## src/cpuPkg.sv

```systemverilog
// Shared types and codes for the multi-cycle MIPS-like core.
// Every RTL module imports this package, and so does the testbench.
`default_nettype none

package cpuPkg;

	typedef logic [31:0] word_t;
	typedef logic [8:0] memAdr_t;
	typedef logic [4:0] regAdr_t;
	typedef logic [2:0] aluCtl_t;
	typedef logic [1:0] branchCtl_t;

	localparam int MEM_DEPTH = 512;
	localparam int REG_COUNT = 32;

	// One instruction word, seen as register form or immediate/jump form
	typedef union packed {
		struct packed {
			logic [5:0] opcode;
			regAdr_t    rs;
			regAdr_t    rt;
			regAdr_t    rd;
			logic [4:0] shamt;
			logic [5:0] funct;
		} rForm;
		struct packed {
			logic [5:0]  opcode;
			regAdr_t     rs;
			regAdr_t     rt;
			logic [15:0] imm;
		} iForm;
	} instr_t;

	// Opcodes
	localparam logic [5:0] OP_REG  = 6'b000000;
	localparam logic [5:0] OP_LW   = 6'b100011;
	localparam logic [5:0] OP_SW   = 6'b101011;
	localparam logic [5:0] OP_J    = 6'b000010;
	localparam logic [5:0] OP_BNE  = 6'b000101;
	localparam logic [5:0] OP_ADDI = 6'b001000;

	// Funct codes of register instructions
	localparam logic [5:0] FN_ADD = 6'b100000;
	localparam logic [5:0] FN_SUB = 6'b100010;
	localparam logic [5:0] FN_AND = 6'b100100;
	localparam logic [5:0] FN_OR  = 6'b100101;
	localparam logic [5:0] FN_XOR = 6'b100110;
	localparam logic [5:0] FN_SLT = 6'b101010;
	localparam logic [5:0] FN_SLL = 6'b000000;
	localparam logic [5:0] FN_JR  = 6'b001000;

	localparam aluCtl_t ALU_NOP = 3'd0;
	localparam aluCtl_t ALU_ADD = 3'd1;
	localparam aluCtl_t ALU_SUB = 3'd2;
	localparam aluCtl_t ALU_AND = 3'd3;
	localparam aluCtl_t ALU_OR  = 3'd4;
	localparam aluCtl_t ALU_XOR = 3'd5;
	localparam aluCtl_t ALU_SLT = 3'd6;
	localparam aluCtl_t ALU_SLL = 3'd7;

	localparam branchCtl_t BR_NONE    = 2'd0;
	localparam branchCtl_t BR_BRANCH  = 2'd1;
	localparam branchCtl_t BR_JUMP    = 2'd2;
	localparam branchCtl_t BR_JUMPREG = 2'd3;

	// ALU B bus source and writeback source
	localparam logic B_REG   = 1'b0;
	localparam logic B_IMM   = 1'b1;
	localparam logic RES_ALU = 1'b0;
	localparam logic RES_MEM = 1'b1;

	// Core FSM states
	localparam logic [2:0] CS_FETCH = 3'd0;
	localparam logic [2:0] CS_EXEC  = 3'd1;
	localparam logic [2:0] CS_MEM   = 3'd2;
	localparam logic [2:0] CS_WB    = 3'd3;
	localparam logic [2:0] CS_HALT  = 3'd4;

	// Memory arbiter states and owners
	localparam logic [1:0] MS_IDLE    = 2'd0;
	localparam logic [1:0] MS_ACK     = 2'd1;
	localparam logic [1:0] MS_RELEASE = 2'd2;
	localparam logic [1:0] OWN_HOST   = 2'd0;
	localparam logic [1:0] OWN_DATA   = 2'd1;
	localparam logic [1:0] OWN_FETCH  = 2'd2;

endpackage

`default_nettype wire

```

## src/decode.sv

```systemverilog
// Instruction decoder for the core; purely combinational.
// Turns the instruction register and the ALU zero flag into control signals.
`default_nettype none

module decode (
	input  cpuPkg::instr_t   instruction,
	input  logic             zFlag,
	output cpuPkg::regAdr_t  rfRdAdrx0,
	output cpuPkg::regAdr_t  rfRdAdrx1,
	output cpuPkg::regAdr_t  rfWrAdrx,
	output logic [15:0]      immediate,
	output cpuPkg::memAdr_t  pcDest,
	output logic [2:0]       aluCtl,
	output logic [1:0]       branchCtl,
	output logic             rfWriteEn,
	output logic             aluBusBSel,
	output logic             dmemResultSel,
	output logic             dmemRead,
	output logic             dmemWrite
);
	import cpuPkg::*;

	logic       useRd;
	logic [1:0] brBase;

	// Register view gives the three register fields, immediate view the rest
	assign rfRdAdrx0 = instruction.rForm.rs;
	assign rfRdAdrx1 = instruction.rForm.rt;
	assign rfWrAdrx  = useRd ? instruction.rForm.rd : instruction.iForm.rt;
	assign immediate = instruction.iForm.imm;
	assign pcDest    = instruction.iForm.imm[8:0];

	always_comb begin
		useRd         = 1'b0;
		rfWriteEn     = 1'b0;
		aluCtl        = ALU_NOP;
		aluBusBSel    = B_REG;
		dmemResultSel = RES_ALU;
		dmemRead      = 1'b0;
		dmemWrite     = 1'b0;
		brBase        = BR_NONE;
		case (instruction.rForm.opcode)
			OP_REG: begin
				useRd = 1'b1;
				case (instruction.rForm.funct)
					FN_ADD: aluCtl = ALU_ADD;
					FN_SUB: aluCtl = ALU_SUB;
					FN_AND: aluCtl = ALU_AND;
					FN_OR:  aluCtl = ALU_OR;
					FN_XOR: aluCtl = ALU_XOR;
					FN_SLT: aluCtl = ALU_SLT;
					FN_SLL: aluCtl = ALU_SLL;
					FN_JR:  brBase = BR_JUMPREG;
					default: aluCtl = ALU_NOP;
				endcase
				// Only real ALU ops write back, jr and unknown functs do not
				rfWriteEn = (aluCtl != ALU_NOP);
			end
			OP_LW: begin
				rfWriteEn     = 1'b1;
				aluCtl        = ALU_ADD;
				aluBusBSel    = B_IMM;
				dmemResultSel = RES_MEM;
				dmemRead      = 1'b1;
			end
			OP_SW: begin
				aluCtl     = ALU_ADD;
				aluBusBSel = B_IMM;
				dmemWrite  = 1'b1;
			end
			OP_ADDI: begin
				rfWriteEn  = 1'b1;
				aluCtl     = ALU_ADD;
				aluBusBSel = B_IMM;
			end
			OP_BNE: begin
				// Compare rs with rt
				aluCtl = ALU_SUB;
				brBase = BR_BRANCH;
			end
			OP_J: brBase = BR_JUMP;
			default: brBase = BR_NONE;
		endcase
	end

	// bne only branches when the registers differ
	assign branchCtl = (brBase == BR_BRANCH && zFlag) ? BR_NONE : brBase;

endmodule

`default_nettype wire

```

## src/regFile.sv

```systemverilog
// Register file, 32 words, two asynchronous reads and one clocked write.
// Register 0 ignores writes and always reads zero.
`default_nettype none

module regFile (
	input  logic             clk,
	input  logic             arstN,
	input  cpuPkg::regAdr_t  rdAdr0,
	input  cpuPkg::regAdr_t  rdAdr1,
	input  cpuPkg::regAdr_t  wrAdr,
	input  cpuPkg::word_t    wrData,
	input  logic             wrEn,
	output cpuPkg::word_t    rdData0,
	output cpuPkg::word_t    rdData1
);
	import cpuPkg::*;

	word_t regs [REG_COUNT];

	always_ff @(posedge clk or negedge arstN) begin
		if (!arstN) begin
			for (int i = 0; i < REG_COUNT; i++) begin
				regs[i] <= '0;
			end
		end else if (wrEn && wrAdr != '0) begin
			regs[wrAdr] <= wrData;
		end
	end

	assign rdData0 = regs[rdAdr0];
	assign rdData1 = regs[rdAdr1];

endmodule

`default_nettype wire

```

## src/alu.sv

```systemverilog
// Combinational ALU of the core with a zero flag.
// The NOP code still subtracts so that zFlag stays meaningful.
`default_nettype none

module alu (
	input  cpuPkg::word_t  a,
	input  cpuPkg::word_t  b,
	input  logic [2:0]     aluCtl,
	output cpuPkg::word_t  result,
	output logic           zFlag
);
	import cpuPkg::*;

	always_comb begin
		case (aluCtl)
			ALU_ADD: result = a + b;
			ALU_SUB: result = a - b;
			ALU_AND: result = a & b;
			ALU_OR:  result = a | b;
			ALU_XOR: result = a ^ b;
			// Signed compare, result is 1 or 0
			ALU_SLT: result = ($signed(a) < $signed(b)) ? 32'd1 : 32'd0;
			ALU_SLL: result = a << b[4:0];
			default: result = a - b;
		endcase
	end

	assign zFlag = (result == '0);

endmodule

`default_nettype wire

```

## src/cpuCore.sv

```systemverilog
// Multi-cycle core that runs FETCH, EXEC, optional MEM, then WB for each instruction.
// Masters the fetch and data ports of the shared memory; a self-jump halts it.
`default_nettype none

module cpuCore (
	input  logic             clk,
	input  logic             arstN,
	input  logic             run,
	output logic             fetchReq,
	output cpuPkg::memAdr_t  fetchAdr,
	input  logic             fetchAck,
	input  cpuPkg::word_t    fetchRData,
	output logic             dataReq,
	output logic             dataWe,
	output cpuPkg::memAdr_t  dataAdr,
	output cpuPkg::word_t    dataWData,
	input  logic             dataAck,
	input  cpuPkg::word_t    dataRData,
	output logic             halted,
	output logic             retired
);
	import cpuPkg::*;

	logic [2:0]  state;
	memAdr_t     pc, pcNext, pcDest;
	instr_t      ir;
	word_t       aluOut, aluResult, aluB, immExt, rdData0, rdData1, wbData;
	regAdr_t     rdAdr0, rdAdr1, wrAdr;
	logic [15:0] immediate;
	logic [2:0]  aluCtl;
	logic [1:0]  branchCtl;
	logic        rfWriteEn, aluBusBSel, dmemResultSel, dmemRead, dmemWrite, zFlag;
	logic        selfJump;

	decode u_decode (
		.instruction(ir), .zFlag(zFlag),
		.rfRdAdrx0(rdAdr0), .rfRdAdrx1(rdAdr1), .rfWrAdrx(wrAdr),
		.immediate(immediate), .pcDest(pcDest), .aluCtl(aluCtl), .branchCtl(branchCtl),
		.rfWriteEn(rfWriteEn), .aluBusBSel(aluBusBSel), .dmemResultSel(dmemResultSel),
		.dmemRead(dmemRead), .dmemWrite(dmemWrite)
	);

	regFile u_regFile (
		.clk(clk), .arstN(arstN),
		.rdAdr0(rdAdr0), .rdAdr1(rdAdr1), .wrAdr(wrAdr),
		.wrData(wbData), .wrEn(rfWriteEn && retired),
		.rdData0(rdData0), .rdData1(rdData1)
	);

	alu u_alu (
		.a(rdData0), .b(aluB), .aluCtl(aluCtl), .result(aluResult), .zFlag(zFlag)
	);

	assign immExt    = {{16{immediate[15]}}, immediate};
	assign aluB      = (aluBusBSel == B_IMM) ? immExt : rdData1;
	assign wbData    = (dmemResultSel == RES_MEM) ? dataRData : aluOut;
	assign fetchAdr  = pc;
	assign dataAdr   = aluOut[8:0];
	assign dataWData = rdData1;
	assign retired   = run && (state == CS_WB);
	assign selfJump  = (branchCtl == BR_JUMP) && (pcDest == pc);

	// IR and regs stay put until WB, so decode outputs are still valid there
	always_comb begin
		case (branchCtl)
			BR_BRANCH:  pcNext = pc + 9'd1 + immediate[8:0];
			BR_JUMP:    pcNext = pcDest;
			BR_JUMPREG: pcNext = rdData0[8:0];
			default:    pcNext = pc + 9'd1;
		endcase
	end

	always_ff @(posedge clk) begin
		if (state == CS_FETCH && fetchReq && fetchAck) begin
			ir <= fetchRData;
		end
		if (state == CS_EXEC) begin
			aluOut <= aluResult;
		end
	end

	always_ff @(posedge clk or negedge arstN) begin
		if (!arstN) begin
			state    <= CS_FETCH;
			pc       <= '0;
			fetchReq <= 1'b0;
			dataReq  <= 1'b0;
			dataWe   <= 1'b0;
			halted   <= 1'b0;
		end else if (!run) begin
			// Let an open handshake complete, then park at address 0
			if (fetchReq && fetchAck) begin
				fetchReq <= 1'b0;
			end
			if (dataReq && dataAck) begin
				dataReq <= 1'b0;
				dataWe  <= 1'b0;
			end
			if (!fetchReq && !dataReq) begin
				state  <= CS_FETCH;
				pc     <= '0;
				halted <= 1'b0;
			end
		end else begin
			case (state)
				CS_FETCH: begin
					if (!fetchReq && !fetchAck) begin
						fetchReq <= 1'b1;
					end else if (fetchReq && fetchAck) begin
						fetchReq <= 1'b0;
						state    <= CS_EXEC;
					end
				end
				CS_EXEC: state <= (dmemRead || dmemWrite) ? CS_MEM : CS_WB;
				CS_MEM: begin
					if (!dataReq && !dataAck) begin
						dataReq <= 1'b1;
						dataWe  <= dmemWrite;
					end else if (dataReq && dataAck) begin
						dataReq <= 1'b0;
						dataWe  <= 1'b0;
						state   <= CS_WB;
					end
				end
				CS_WB: begin
					pc <= pcNext;
					if (selfJump) begin
						halted <= 1'b1;
						state  <= CS_HALT;
					end else begin
						state <= CS_FETCH;
					end
				end
				// Stay halted until run drops
				default: state <= CS_HALT;
			endcase
		end
	end

endmodule

`default_nettype wire

```

## config.mk

```make
export PLATFORM = sky130hd
export DESIGN_NAME = cpuCore
export DESIGN_NICKNAME = d
export VERILOG_FILES = /design/src/cpuPkg.sv /design/src/decode.sv /design/src/regFile.sv /design/src/alu.sv /design/src/cpuCore.sv
export SDC_FILE = /design/constraint.sdc
export NUM_CORES = 2
export LEC_CHECK = 0
export BUFFER_PORTS_ARGS = -buffer_cell sky130_fd_sc_hd__buf_2
export CORE_MARGIN = 8
export CORE_UTILIZATION = 33
export DETAILED_ROUTE_END_ITERATION = 7
export GPL_TIMING_DRIVEN = 0
export MAX_ROUTING_LAYER = met4
export PLACE_DENSITY = 0.55
export RECOVER_POWER = 100
export SETUP_SLACK_MARGIN = 0.15
export SLEW_MARGIN = 15
export SYNTH_ARGS = -nofsm -noshare
export SYNTH_HDL_FRONTEND = slang
export SYNTH_HIERARCHICAL = 1
export SYNTH_SLANG_ARGS = --single-unit
```

## constraint.sdc

```tcl
create_clock -name clk -period 11.95 [get_ports clk]
set_input_delay 1.7925 -clock clk [delete_from_list [all_inputs] [get_ports clk]]
set_output_delay 1.7925 -clock clk [all_outputs]
set_load 0.05 [all_outputs]
```

==> results.cfg <==
[outcome]
status = finished, violations left
violations = max-capacitance violations, max-slew violations

[grt]
grt_pass1_vias = 53200
grt_usage_pct = 24.5
grt_max_degree = 141
antenna_found_initial = 26
grt_pass1_wl_um = 391000
overflow = 0

[place]
placed_area_mm2 = 0.0727
place_congestion = 0.981
hpwl_um = 214000
io_buffer_count = 123
post-place-ws_ns = -0.0802

[job]
max-cap-violations = 5

[synth]
synth_nets = 6328
seq_area_frac_synth_pct = 40.9
synth_warnings = 6
synth_top_area_share_pct = 38.1
synth_compound_area_share_pct = 10.6
synth_edf_count = 64
ys.flop_type = dfrtp_1
synth-adder-area-share_pct = 2.03
yosysMostFrequentCell = mux2i_1
ys_async_sr_fraction_pct = 94.2
synthTopCellsByCount = mux2i_1 (1053), dfrtp_1 (1040), mux2_2 (1002), nand2_1 (363), a21oi_1 (302)
synthTopCellsByArea = dfrtp_1 (38%), mux2_2 (17%), mux2i_1 (15%)
synthMuxAreaShare_pct = 33.7
yosys.area.top_type = dfrtp_1
synth.cell_area_mm2 = 0.0684
avgSynthCellArea_um2 = 11.1
synth_cell_types = 106
synthSimpleGateAreaFrac_pct = 6.76
synth_top_family_by_area = multiplexers
synthCells = 6150
synth_xor_area_share_pct = 0.507
ys_seq_elements = 1104

[clock_tree]
clock_latency_ns = 0.77
htree_levels = 4
root_buffer = clkbuf_16
path_clk_slew_ns = 0.06
cts_made_buffers = 130
cts_tree = done
ctsLongestPathBuffers = 3
clock_sinks = 1104
cts_hold_buffers = 0

[timing]
worst_pin_slew_ns = 6.38
slew_violations = 535
finalCritPeriodShare_pct = 96.5
slew_headroom_pct = -325
rsz0062_at_grt = no
setup_viol = 0
max_freq_ghz = 0.0867
clock_skew_ns = 0.0255
period_needed_ns = 11.53
finalWorstSetupSlack_ns = 0.415
hold_viol = 0

[die]
die_area_mm2 = 0.222
core_mm2 = 0.206
pin_count = 124
start_util_pct = 33.1
num_rows = 167
die_w_um = 471
die_h_um = 471

[critical_path]
cp-start-kind = flop
ff2ff_path_depth = 34
end_kind = flop
cpMaxStageDelayCell = nor4_4
worstPathRequired_ns = 12.60
crit_path_frequent_cell = clkbuf_1
max_stage_delay_ns = 0.69
path_max_fanout = 11
worst-endpoint-arrival_ns = 12.18
critical_path_class = flop to flop

[pwr]
p_per_area_mw_per_mm2 = 177
max-vdd-ir-drop_mv = 0.164
leakage_uw = 0.0362
p_total_uw = 13500

[final_layout]
fillers = 20500
fin_area_mm2 = 0.0762
area_growth_pct = 11.4
fin_nets = 6593
drive_gt1_share_pct = 23.9

[drt]
drc = 0
drt_first_pass_iters = 7
wl_per_cell_um = 30.0
ant_nets = 0
wl_um = 277000
vias = 54000
drt_iter0_drc = 5477
viasPerCell = 5.85

[hold_path]
hold_class = flop to flop
worstHoldPathCells = 2
[state kept, by name, summed over array words and instances (netlist names)]
signal / flops
u_regFile/regs: 1024
aluOut: 32
ir: 32
fetchAdr: 9
state: 3
dataReq: 1
dataWe: 1
fetchReq: 1
halted: 1
[worst paths after layout]
path,startpoint,endpoint,slack (ns)
worst max register to register,ir[18]$_DFFE_PP_,fetchAdr[4]$_DFFE_PN0P_,0.42
max in group asynchronous,arstN,u_regFile/regs[243]$_DFFE_PN0P_,1.85
min in group asynchronous,arstN,u_regFile/regs[776]$_DFFE_PN0P_,3.44
worst min-delay path,halted$_DFFE_PN0P_,halted$_DFFE_PN0P_,0.47
worst min register to register,halted$_DFFE_PN0P_,halted$_DFFE_PN0P_,0.47
worst max-delay path,ir[18]$_DFFE_PP_,fetchAdr[4]$_DFFE_PN0P_,0.42
[cell families after synthesis]
| group | count (synthesis) |
|---|---|
| AOI/OAI and AO/OA | 1066 |
| xor gates and xnor gates | 38 |
| adders and majority gates | 109 |
| buffers and inverters | 744 |
| DFF | 1104 |
| muxes | 2134 |
| and+or+nand+nor | 955 |
[cells in the final DEF (no fill, tap or decap), types with 17 or more instances in the layout]
cell       Yosys  routed
mux2i_1     1053    1053
a31oi_1       76      76
clkbuf_16      0     135
mux2_2      1002     999
nor2b_1       19      19
o21ai_0      114     116
xor2_1        20      20
edfxtp_1      64      64
a22oi_1      200     200
nor2_1       115     131
nand2b_1      20      20
a22o_1       136     136
inv_1        116     117
a21o_1        22      22
dfrtp_1     1040    1040
o211ai_1      24      24
buf_4        108     105
a21oi_1      302     302
ha_1         106     106
buf_1         27      20
o31ai_1       17      17
mux4_2        29      29
mux2_1        45      48
clkbuf_8       0      28
buf_2        148     166
nor3_1        93      93
nor4_1        19      18
xnor2_1       17      17
clkbuf_1     288     474
nand3_1      222     222
nand2_1      363     363
[metrics by stage]
| stage | hold WS, ns | util (%) | TNS [ns] | std cells |
|---|---|---|---|---|
| final | 0.474 | 36.9 | 0 | 9221 |
| after global routing | 0.494 | 36.9 | 0 | 9216 |
| after CTS | 0.478 | 37.3 | 0 | 9210 |
| after detailed placement | 0.465 | 35.2 | -0.0802 | 8987 |
| after global placement | 0.460 | 35.1 | - | 8977 |
| after floorplan | 0.449 | - | 0 | 6150 |
[routing by layer]
| layer | track usage (%) | routed length (µm) | up-vias |
|---|---|---|---|
| li1 | - | - | 23200 |
| met1 | 33.8 | 125000 | 28100 |
| met2 | 35.7 | 119000 | 2171 |
| met3 | 4.46 | 20200 | 502 |
| met4 | 9.90 | 13100 | 0 |
| met5 | - | 0 | - |
[critical path, delay by kind of cell (launching register included)]
kind / cells / cell delay (ns)
simple gates: 13 / 4.58
mux: 1 / 0.50
buf+inv: 11 / 3.79
fa+ha+maj: 1 / 0.37
flops: 1 / 0.57
compound gates: 8 / 1.58
[timing repair]
action,in CTS,in global routing
setup buffers,0,0
endpoints found under the setup margin,9,9
gates cloned,0,0
resized for setup,2,2
[power by group]
group,switching (µW),total (µW),internal [µW]
logic,3930,5390,1450
clock network,1670,4070,2410
registers,102,4050,3950
total,5700,13500,7810
[final cells by class]
cell class / count / area [µm²] / share of cell area (%)
diodes: 11 / 27.5 / 0.0361
plain buffers: 621 / 2890 / 3.79
clock buffers: 190 / 3860 / 5.07
clock inverters: 33 / 403 / 0.529
inverters: 123 / 463 / 0.608
multi-input cells: 4302 / 36500 / 48.0
flip-flops and latches: 1104 / 27900 / 36.7
well taps: 2704 / 3380 / 4.44
repair buffers: 133 / 659 / 0.866
No activity file was read; power rests on OpenSTA's default activity.
